`config.mk`:
```
export PLATFORM = sky130hd
export DESIGN_NAME = udp_sensor_tx
export DESIGN_NICKNAME = d
export VERILOG_FILES = /design/src/logic/udp_tx_pkg.sv /design/src/logic/avalon_mm_if.sv /design/src/logic/avalon_st_if.sv /design/src/logic/frame_header_gen.sv /design/src/logic/frame_tx_fsm.sv /design/src/logic/ip_checksum.sv /design/src/logic/mac_init_master.sv /design/src/logic/udp_sensor_tx.sv
export SDC_FILE = /design/constraint.sdc
export NUM_CORES = 1
export LEC_CHECK = 0
export BUFFER_PORTS_ARGS = -buffer_cell sky130_fd_sc_hd__buf_2
export CORE_ASPECT_RATIO = 0.6
export CORE_UTILIZATION = 53
export DETAILED_ROUTE_END_ITERATION = 8
export HOLD_SLACK_MARGIN = 0.1
export PLACE_DENSITY_LB_ADDON = 0.05
export SETUP_SLACK_MARGIN = 0.4
export SYNTH_ARGS = -nofsm -noshare
export SYNTH_HDL_FRONTEND = slang
export SYNTH_SLANG_ARGS = --single-unit
```
`constraint.sdc`:
```
create_clock -name Clock_xCI -period 4.9 [get_ports Clock_xCI]
set_input_delay 0.98 -clock Clock_xCI [delete_from_list [all_inputs] [get_ports Clock_xCI]]
set_output_delay 0.98 -clock Clock_xCI [all_outputs]
set_load 0.05 [all_outputs]
```
`src/logic/udp_tx_pkg.sv`:
```
package udp_tx_pkg;

  // Bus and field widths
  typedef logic [31:0] st_data_t;    // One stream word
  typedef logic [1:0]  st_empty_t;   // Empty bytes in last word
  typedef logic [7:0]  mm_addr_t;    // MAC register address
  typedef logic [31:0] mm_data_t;    // MAC register value
  typedef logic [39:0] mm_write_t;   // Address in top byte, data below
  typedef logic [15:0] mtu_t;        // Payload bytes
  typedef logic [15:0] sample_t;     // Sensor or ADC sample
  typedef logic [15:0] len_t;
  typedef logic [15:0] csum_t;
  typedef logic [3:0]  hdr_index_t;  // Header word 0..10

  typedef enum logic [2:0] {
    wait_init, write_req, write_wait, next_entry, enable_req, enable_wait, done
  } init_state_t;

  typedef enum logic [1:0] {
    idle, send_header, send_payload, gap
  } tx_state_t;

  // Header word counts
  localparam int LINK_WORDS = 4;
  localparam int IP_WORDS   = 5;
  localparam int UDP_WORDS  = 2;
  localparam int HDR_WORDS  = LINK_WORDS + IP_WORDS + UDP_WORDS;

  localparam int IP_HDR_BYTES  = 20;
  localparam int UDP_HDR_BYTES = 8;

  localparam int INIT_WAIT_CYCLES = 5;
  localparam int GAP_CYCLES       = 5;

  // MAC address, PHY addresses, PHY setup, PHY soft reset
  localparam int INIT_ENTRIES = 8;
  localparam mm_write_t [0:INIT_ENTRIES-1] INIT_TABLE = {
    40'h03_b5ed5354, 40'h04_0000aa2d, 40'h0F_00000010, 40'h10_00000011,
    40'h94_00004000, 40'hB0_00000078, 40'hB4_00000ce2, 40'hA0_00009140
  };
  localparam mm_write_t ENABLE_WRITE = 40'h02_00000043;  // TX, RX and CRC forwarding

  // Link words kept with the first wire byte in the low lane
  localparam st_data_t [0:LINK_WORDS-1] LINK_HEADER_WORDS = {
    32'h0001_0000, 32'h0101_015e, 32'hb5ed_5354, 32'h0008_aa2d
  };

  // Fixed IPv4 fields, wire order
  localparam logic [15:0] IP_VER_TOS   = 16'h4500;
  localparam logic [15:0] IP_ID        = 16'hB9A3;
  localparam logic [15:0] IP_FLAGS     = 16'h4000;  // Don't fragment
  localparam logic [15:0] IP_TTL_PROTO = 16'h0111;  // TTL 1, UDP
  localparam logic [15:0] IP_SRC_HI    = 16'hC0A8;
  localparam logic [15:0] IP_SRC_LO    = 16'h0A02;
  localparam logic [15:0] IP_DST_HI    = 16'hEF01;
  localparam logic [15:0] IP_DST_LO    = 16'h0101;

  localparam logic [15:0] UDP_SRC_PORT = 16'hBE98;
  localparam logic [15:0] UDP_DST_PORT = 16'h2382;

  // Reverse byte lanes of a word
  function automatic st_data_t byte_swap(input st_data_t w);
    return {w[7:0], w[15:8], w[23:16], w[31:24]};
  endfunction

  // Two wire-order halfwords into one pre-swap word
  function automatic st_data_t pack_le(input logic [15:0] first, input logic [15:0] second);
    return byte_swap({first, second});
  endfunction

endpackage

```
`src/logic/avalon_mm_if.sv`:
```
`timescale 1ns/10ps

// Write-only Avalon-MM link to the MAC control port
interface avalon_mm_if;
  import udp_tx_pkg::*;

  mm_addr_t address;
  logic     write;
  mm_data_t writedata;
  logic     waitrequest;  // High stalls the current write

  modport master (
    output address, write, writedata,
    input  waitrequest
  );

  modport slave (
    input  address, write, writedata,
    output waitrequest
  );

endinterface

```
`src/logic/avalon_st_if.sv`:
```
`timescale 1ns/10ps

// Avalon-ST packet stream, ready latency 0
interface avalon_st_if;
  import udp_tx_pkg::*;

  st_data_t  data;
  logic      valid;
  logic      ready;
  logic      sop;    // First word of frame
  logic      eop;    // Last word of frame
  st_empty_t empty;  // Frames are whole words here

  modport source (
    output data, valid, sop, eop, empty,
    input  ready
  );

  modport sink (
    input  data, valid, sop, eop, empty,
    output ready
  );

endinterface

```
`src/logic/frame_header_gen.sv`:
```
`timescale 1ns/10ps

module frame_header_gen (
  input  logic                   Clock_xCI,
  input  logic                   rst_n,
  input  udp_tx_pkg::mtu_t       mtu,
  input  udp_tx_pkg::hdr_index_t word_index,
  output udp_tx_pkg::st_data_t   hdr_word
);
  import udp_tx_pkg::*;

  len_t     ip_total_len;  // IP header + UDP header + payload
  len_t     udp_len;       // UDP header + payload
  csum_t    ip_csum;
  st_data_t hdr_words [HDR_WORDS];

  always_ff @(posedge Clock_xCI) begin
    ip_total_len <= len_t'(mtu) + len_t'(IP_HDR_BYTES + UDP_HDR_BYTES);
    udp_len      <= len_t'(mtu) + len_t'(UDP_HDR_BYTES);
  end

  // Checksum trails the length by six cycles
  ip_checksum u_ip_checksum (
    .Clock_xCI (Clock_xCI),
    .rst_n     (rst_n),
    .total_len (ip_total_len),
    .checksum  (ip_csum)
  );

  // Words in wire order, first byte in low lane
  always_comb begin
    for (int i = 0; i < LINK_WORDS; i++) begin
      hdr_words[i] = LINK_HEADER_WORDS[i];
    end
    hdr_words[LINK_WORDS + 0] = pack_le(IP_VER_TOS, ip_total_len);
    hdr_words[LINK_WORDS + 1] = pack_le(IP_ID, IP_FLAGS);
    hdr_words[LINK_WORDS + 2] = pack_le(IP_TTL_PROTO, ip_csum);
    hdr_words[LINK_WORDS + 3] = pack_le(IP_SRC_HI, IP_SRC_LO);
    hdr_words[LINK_WORDS + 4] = pack_le(IP_DST_HI, IP_DST_LO);
    // UDP checksum zero, i.e. not used
    hdr_words[LINK_WORDS + IP_WORDS + 0] = pack_le(UDP_SRC_PORT, UDP_DST_PORT);
    hdr_words[LINK_WORDS + IP_WORDS + 1] = pack_le(udp_len, 16'h0000);
  end

  assign hdr_word = hdr_words[word_index];

  // Sequencer never points past the header
  a_index_range: assert property (@(posedge Clock_xCI) disable iff (!rst_n)
    word_index < HDR_WORDS);

endmodule

```
`src/logic/frame_tx_fsm.sv`:
```
`timescale 1ns/10ps

module frame_tx_fsm (
  input  logic                   Clock_xCI,
  input  logic                   rst_n,
  input  logic                   init_done,
  input  logic                   send_packet,
  input  udp_tx_pkg::mtu_t       mtu,
  input  udp_tx_pkg::sample_t    speed_sample,
  input  udp_tx_pkg::sample_t    adc_sample,
  output udp_tx_pkg::hdr_index_t word_index,
  input  udp_tx_pkg::st_data_t   hdr_word,
  avalon_st_if.source            st
);
  import udp_tx_pkg::*;

  tx_state_t  state;
  logic       send_q;     // Registered request
  sample_t    speed_q;
  sample_t    adc_q;
  hdr_index_t idx;        // Next header word to load
  mtu_t       pay_cnt;    // Payload words loaded so far
  mtu_t       pay_words;
  logic [$clog2(GAP_CYCLES+1)-1:0] gap_cnt;
  st_data_t   data_q;     // Output word before swap
  logic       valid_q;
  logic       sop_q;
  logic       eop_q;
  logic       advance;    // Output slot free for a new word

  assign pay_words = mtu >> 2;
  assign advance   = !valid_q || st.ready;

  always_ff @(posedge Clock_xCI) begin
    speed_q <= speed_sample;
    adc_q   <= adc_sample;
  end

  always_ff @(posedge Clock_xCI) begin
    if (!rst_n) begin
      state   <= idle;
      send_q  <= 1'b0;
      idx     <= '0;
      pay_cnt <= '0;
      gap_cnt <= '0;
      valid_q <= 1'b0;
      sop_q   <= 1'b0;
      eop_q   <= 1'b0;
    end else begin
      send_q <= send_packet;
      case (state)
        idle: begin
          // Requests outside idle are dropped
          if (init_done && send_q) begin
            data_q  <= hdr_word;  // idx is 0 here
            valid_q <= 1'b1;
            sop_q   <= 1'b1;
            idx     <= idx + 1'b1;
            state   <= send_header;
          end
        end
        send_header: begin
          if (advance) begin
            data_q <= hdr_word;
            sop_q  <= 1'b0;
            if (idx == HDR_WORDS - 1) begin
              idx     <= '0;
              pay_cnt <= '0;
              state   <= send_payload;
            end else begin
              idx <= idx + 1'b1;
            end
          end
        end
        send_payload: begin
          if (advance) begin
            if (eop_q) begin
              // Last word just went out
              valid_q <= 1'b0;
              eop_q   <= 1'b0;
              gap_cnt <= '0;
              state   <= gap;
            end else begin
              data_q  <= {speed_q, adc_q};
              pay_cnt <= pay_cnt + 1'b1;
              eop_q   <= (pay_cnt == pay_words - 1'b1);
            end
          end
        end
        default: begin  // Inter-packet gap
          if (gap_cnt < GAP_CYCLES) gap_cnt <= gap_cnt + 1'b1;
          else state <= idle;
        end
      endcase
    end
  end

  assign word_index = idx;
  assign st.data    = byte_swap(data_q);  // MAC takes first byte in MSBs
  assign st.valid   = valid_q;
  assign st.sop     = sop_q;
  assign st.eop     = eop_q;
  assign st.empty   = '0;

  // Stalled word stays on the bus unchanged
  a_st_hold: assert property (@(posedge Clock_xCI) disable iff (!rst_n)
    st.valid && !st.ready |=> st.valid && $stable(st.data) && $stable(st.sop) &&
                              $stable(st.eop));

endmodule

```
`src/logic/ip_checksum.sv`:
```
`timescale 1ns/10ps

module ip_checksum (
  input  logic              Clock_xCI,
  input  logic              rst_n,
  input  udp_tx_pkg::len_t  total_len,
  output udp_tx_pkg::csum_t checksum
);
  import udp_tx_pkg::*;

  logic [16:0] s1_a, s1_b, s1_c, s1_d;  // Pairwise sums
  logic [17:0] s2_a, s2_b;
  logic [18:0] s3;
  logic [19:0] s4;                      // All nine halfwords
  logic [16:0] s5;                      // First carry fold

  always_ff @(posedge Clock_xCI) begin
    if (!rst_n) begin
      s1_a     <= '0;
      s1_b     <= '0;
      s1_c     <= '0;
      s1_d     <= '0;
      s2_a     <= '0;
      s2_b     <= '0;
      s3       <= '0;
      s4       <= '0;
      s5       <= '0;
      checksum <= '0;
    end else begin
      // Stage 1, only the length varies
      s1_a <= total_len + IP_VER_TOS;
      s1_b <= IP_ID + IP_FLAGS;
      s1_c <= IP_TTL_PROTO + IP_SRC_HI;
      s1_d <= IP_SRC_LO + IP_DST_HI;
      s2_a <= s1_a + s1_b;
      s2_b <= s1_c + s1_d;
      s3   <= s2_a + s2_b;
      s4   <= s3 + IP_DST_LO;                  // Odd word joins late
      s5   <= s4[19:16] + s4[15:0];
      checksum <= ~(s5[15:0] + s5[16]);        // Second fold cannot carry
    end
  end

endmodule

```
`src/logic/mac_init_master.sv`:
```
`timescale 1ns/10ps

module mac_init_master (
  input  logic        Clock_xCI,
  input  logic        rst_n,
  avalon_mm_if.master mm,
  output logic        init_done
);
  import udp_tx_pkg::*;

  init_state_t state;
  logic [$clog2(INIT_WAIT_CYCLES+1)-1:0] wait_cnt;  // Post-reset settle count
  logic [$clog2(INIT_ENTRIES)-1:0]       entry_idx;  // Current table row
  mm_write_t entry;

  assign entry = INIT_TABLE[entry_idx];

  // Address and data registers, written only when a write is launched
  always_ff @(posedge Clock_xCI) begin
    if (state == write_req) begin
      mm.address   <= entry[$bits(mm_data_t) +: $bits(mm_addr_t)];
      mm.writedata <= entry[$bits(mm_data_t)-1:0];
    end else if (state == enable_req) begin
      mm.address   <= ENABLE_WRITE[$bits(mm_data_t) +: $bits(mm_addr_t)];
      mm.writedata <= ENABLE_WRITE[$bits(mm_data_t)-1:0];
    end
  end

  always_ff @(posedge Clock_xCI) begin
    if (!rst_n) begin
      state     <= wait_init;
      wait_cnt  <= '0;
      entry_idx <= '0;
      mm.write  <= 1'b0;
    end else begin
      case (state)
        wait_init: begin
          if (wait_cnt < INIT_WAIT_CYCLES) wait_cnt <= wait_cnt + 1'b1;
          else state <= write_req;
        end
        write_req: begin
          mm.write <= 1'b1;
          state    <= write_wait;
        end
        write_wait: begin
          // Slave takes the write in the first cycle without waitrequest
          if (!mm.waitrequest) begin
            mm.write <= 1'b0;
            state    <= next_entry;
          end
        end
        next_entry: begin
          if (entry_idx == INIT_ENTRIES - 1) begin
            state <= enable_req;
          end else begin
            entry_idx <= entry_idx + 1'b1;
            state     <= write_req;
          end
        end
        enable_req: begin
          mm.write <= 1'b1;  // Final write turns on TX and RX
          state    <= enable_wait;
        end
        enable_wait: begin
          if (!mm.waitrequest) begin
            mm.write <= 1'b0;
            state    <= done;
          end
        end
        default: state <= done;  // Done holds forever
      endcase
    end
  end

  assign init_done = (state == done);

  // A stalled write keeps its address and data until accepted
  a_mm_hold: assert property (@(posedge Clock_xCI) disable iff (!rst_n)
    mm.write && mm.waitrequest |=> mm.write && $stable(mm.address) && $stable(mm.writedata));

endmodule

```
`src/logic/udp_sensor_tx.sv`:
```
`timescale 1ns/10ps

module udp_sensor_tx (
  input  logic                  Clock_xCI,
  input  logic                  rst_n,
  input  logic                  send_packet,
  input  udp_tx_pkg::mtu_t      mtu,
  input  udp_tx_pkg::sample_t   speed_sample,
  input  udp_tx_pkg::sample_t   adc_sample,
  output udp_tx_pkg::mm_addr_t  mm_address,
  output logic                  mm_write,
  output udp_tx_pkg::mm_data_t  mm_writedata,
  input  logic                  mm_waitrequest,
  output udp_tx_pkg::st_data_t  st_data,
  output logic                  st_valid,
  input  logic                  st_ready,
  output logic                  st_sop,
  output logic                  st_eop,
  output udp_tx_pkg::st_empty_t st_empty,
  output logic                  init_done
);
  import udp_tx_pkg::*;

  hdr_index_t word_index;
  st_data_t   hdr_word;

  avalon_mm_if mm_bus ();
  avalon_st_if st_bus ();

  // MAC control port
  assign mm_address       = mm_bus.address;
  assign mm_write         = mm_bus.write;
  assign mm_writedata     = mm_bus.writedata;
  assign mm_bus.waitrequest = mm_waitrequest;

  // MAC TX stream
  assign st_data      = st_bus.data;
  assign st_valid     = st_bus.valid;
  assign st_sop       = st_bus.sop;
  assign st_eop       = st_bus.eop;
  assign st_empty     = st_bus.empty;
  assign st_bus.ready = st_ready;

  mac_init_master u_mac_init_master (
    .Clock_xCI (Clock_xCI),
    .rst_n     (rst_n),
    .mm        (mm_bus.master),
    .init_done (init_done)
  );

  frame_header_gen u_frame_header_gen (
    .Clock_xCI  (Clock_xCI),
    .rst_n      (rst_n),
    .mtu        (mtu),
    .word_index (word_index),
    .hdr_word   (hdr_word)
  );

  frame_tx_fsm u_frame_tx_fsm (
    .Clock_xCI    (Clock_xCI),
    .rst_n        (rst_n),
    .init_done    (init_done),
    .send_packet  (send_packet),
    .mtu          (mtu),
    .speed_sample (speed_sample),
    .adc_sample   (adc_sample),
    .word_index   (word_index),
    .hdr_word     (hdr_word),
    .st           (st_bus.source)
  );

endmodule

```
==> metrics.txt <==
status=completed; largest area contributor in the netlist=dfxtp_1; share of the synthesized area in the top cell type=0.354; post-route setup TNS=0 ps; fin area=13400 sq um; Tmin final=2790 ps; CP max FO=13; CP startpoint=u_frame_tx_fsm.word_index[0]; TritonCTS Sinks=263; Clk Latency, worst-skew pair=540 ps; Synth Area in Adders=0.0608; Util after Layout=0.607; 1st-pass router iterations=5; Worst-path clk slew=70 ps; IO Port Bufs=123; row cnt=42; Via density=5.36; Netlist cell types=77; Die Span Y=118 um; post-CTS setup repair buffer count=0; GRT overflow=0; DIE AREA=23000 sq um; Core Area=22000 sq um; Multi-input gate area=5590 sq um; peak supply drop=284 uV; total track usage=0.233; Pwr Density=437 nW/um^2; DRC viols=0; synth top area cells=dfxtp_1 (35%), edfxtp_1 (13%), ha_1 (5.6%); CTS Hold Buffers Added=0; worst hold path type=flop to flop; initial antenna violation count=1; FF/Latch Area=5800 sq um; FILL cells=1888; CP arrival=3180 ps; Worst-Margin Slew=1110 ps; largest family of logic cells by synthesized area=simple AND/OR/NAND/NOR gates; # resized after CTS=0; final-report hold violation count=0; dpl cell area=12600 sq um; Simple-Gate Fraction of Synth Area=0.184; Main synth FF type=dfxtp_1; vias in the first global route=7788; worst path bufs/invs=1; IO Count=132; Post-Syn Area=11900 sq um; wire length per cell=16.5 um; Worst R2R End=u_frame_tx_fsm.pay_cnt[15]; n_diodes=0; final max-slew violation count=0; initial drt markers=834; Largest stage delay, worst path=630 ps; Setup CP Type=flop to flop; Post-synth EDFFs=53; Slew headroom=0.258; final worst-path cycle share=0.569; pin count of the biggest net entering global routing=102; vias=8706; Max Cap Viol=0; Compound-Gate Fraction of Synth Area=0.109; Synth Instances=1237; fmax=0.358 GHz; Synthesis Warnings=0; routed wire length=26900 um; Initial Util=0.540; Startpoint Class=flop; Leak=0.00543 uW; H-tree Lvls=1; CTS tree=built; critical path's slowest cell=a221oi_2; sequential fraction of the synthesis area=0.488; Hold Path End=u_frame_header_gen.u_ip_checksum.s3[0]; hold path startpoint=u_frame_header_gen.u_ip_checksum.s2_a[0]; Post-Synth XOR/XNOR Area=0.0906; delay-heaviest family, CP=simple AND/OR/NAND/NOR gates; async set-reset flop share out of synthesis=0; total CTS buffers=24; Die Span X=195 um; synthesis-stage register bit count=263; Worst R2R Path Depth=8; layout cell share with drive strength beyond 1=0.138; worst path required time=5290 ps; Root Buffer=clkbuf_16; nets=1430; first-pass GRT wire length=42400 um; syn avg cell area=9.61 sq um; RR Startpoint=u_frame_tx_fsm.word_index[0]; final setup violation count=0; area delta synth->final=12.5%; RSZ-0062 raised after global routing=no; Clock Path Buffers=3; post-synthesis mux area share=0.0203; CP cell instances=clkinv_1, ha_1, nand3b_1, a221oi_2, and4_1, nand4_1, xor2_1, nor2_1; clk_skew=6.67 ps; synth cell count leaders=dfxtp_1 (210), nor2_1 (156), nand2_1 (92); Detail Route Antenna Nets=0; Worst R2R Setup Slack=2110 ps; count leader, synth=dfxtp_1; hpwl dp=19500 um; CP endpoint kind=flop; gpl congestion=0.943; Hold Path Depth=1
per-layer routing:
| layer | vias to the layer above | global-route usage | part of all wire |
|---|---|---|---|
| met2 | 268 | 0.291 | 0.36 |
| met1 | 4005 | 0.391 | 0.55 |
| met3 | 30 | 0.0613 | 0.078 |
| met5 | - | 0 | 0 |
| met4 | 0 | 0.0369 | 0.013 |
| li1 | 4403 | - | - |
worst max-delay path by stage:
| stage | end | slack (ps) | cells after the start |
|---|---|---|---|
| after floorplan | u_frame_tx_fsm.data_q[0] | 1170 | 4 |
| after global placement | u_frame_tx_fsm.st.eop | 1920 | 9 |
| after detailed placement | u_frame_tx_fsm.st.eop | 1890 | 9 |
| after CTS | u_frame_tx_fsm.pay_cnt[15] | 2140 | 8 |
| after global routing | u_frame_tx_fsm.pay_cnt[11] | 1910 | 8 |
| final | u_frame_tx_fsm.pay_cnt[15] | 2110 | 8 |
cell usage in the layout (no fill, tap or decap), drive strengths merged, types with 5 or more instances in the layout:
cell,instances
nand2,93
inv,42
mux2i,23
conb,8
ha,53
o21a,7
or3,7
a22oi,5
and4,5
a22o,9
nor2,156
nand3b,8
nor3b,8
clkinv,15
o31ai,7
a21o,8
dfxtp,210
a21oi,48
nand4,17
xnor2,61
and3,17
clkbuf,27
o211ai,7
xor2,62
o21ai,58
and2,29
nor3,24
nor2b,14
nand2b,15
a31oi,11
buf,128
edfxtp,53
a211oi,5
nand3,36
where the power goes:
group | switching, uW | total (uW) | internal, uW
Combinational | 921 | 1320 | 400
Clock | 822 | 1900 | 1070
Sequential | 161 | 2620 | 2460
layout make-up:
cell class	count	share of cell area
inverters	45	0.0126
flip-flops and latches	263	0.434
well taps	286	0.0268
multi-input cells	859	0.418
clock inverters	16	0.0125
repair buffers	128	0.0498
clock buffers	27	0.0465
worst register-to-register path, stage by stage, from the launching register on:
cell      delay, ps
dfxtp_1         440
clkinv_1        260
ha_1            310
nand3b_1        190
a221oi_2        630
and4_1          460
nand4_1         150
xor2_1          150
nor2_1           50
state kept, by name (all words and copies together), names as in the netlist, 4 cells and up:
signal	flops
u_frame_tx_fsm.data_q	32
u_frame_header_gen.u_ip_checksum.s4	20
u_frame_header_gen.u_ip_checksum.s3	19
u_frame_header_gen.u_ip_checksum.s2_a	18
u_frame_header_gen.u_ip_checksum.s1_a	17
u_frame_header_gen.u_ip_checksum.s5	17
u_frame_header_gen.ip_total_len	16
u_frame_header_gen.u_ip_checksum.checksum	16
u_frame_tx_fsm.adc_q	16
u_frame_tx_fsm.pay_cnt	16
u_frame_tx_fsm.speed_q	16
u_frame_header_gen.udp_len	14
u_mac_init_master.mm.writedata	14
u_mac_init_master.mm.address	7
u_frame_tx_fsm.word_index	4
per-stage QoR:
stage          setup WS (ps)  hold slack, ps  instances  power, uW
6_report                2110             435       1624       5840
3_5_place_dp            1890             422       1581       3980
3_3_place_gp            1920             416       1581       3970
4_1_cts                 2140             438       1624       5870
2_1_floorplan           1170             412       1244       3700
5_1_grt                 1910             462       1624       6100
logic make-up (layout without fill, tap and decap cells):
logic type,after synthesis,in the layout
compound gates,201,201
xor+xnor,123,123
fa+ha+maj,56,56
buf+inv,122,216
flops,263,263
mux,24,24
other cells,1,8
simple gates,447,447
Power figures use the tool's default switching activity.
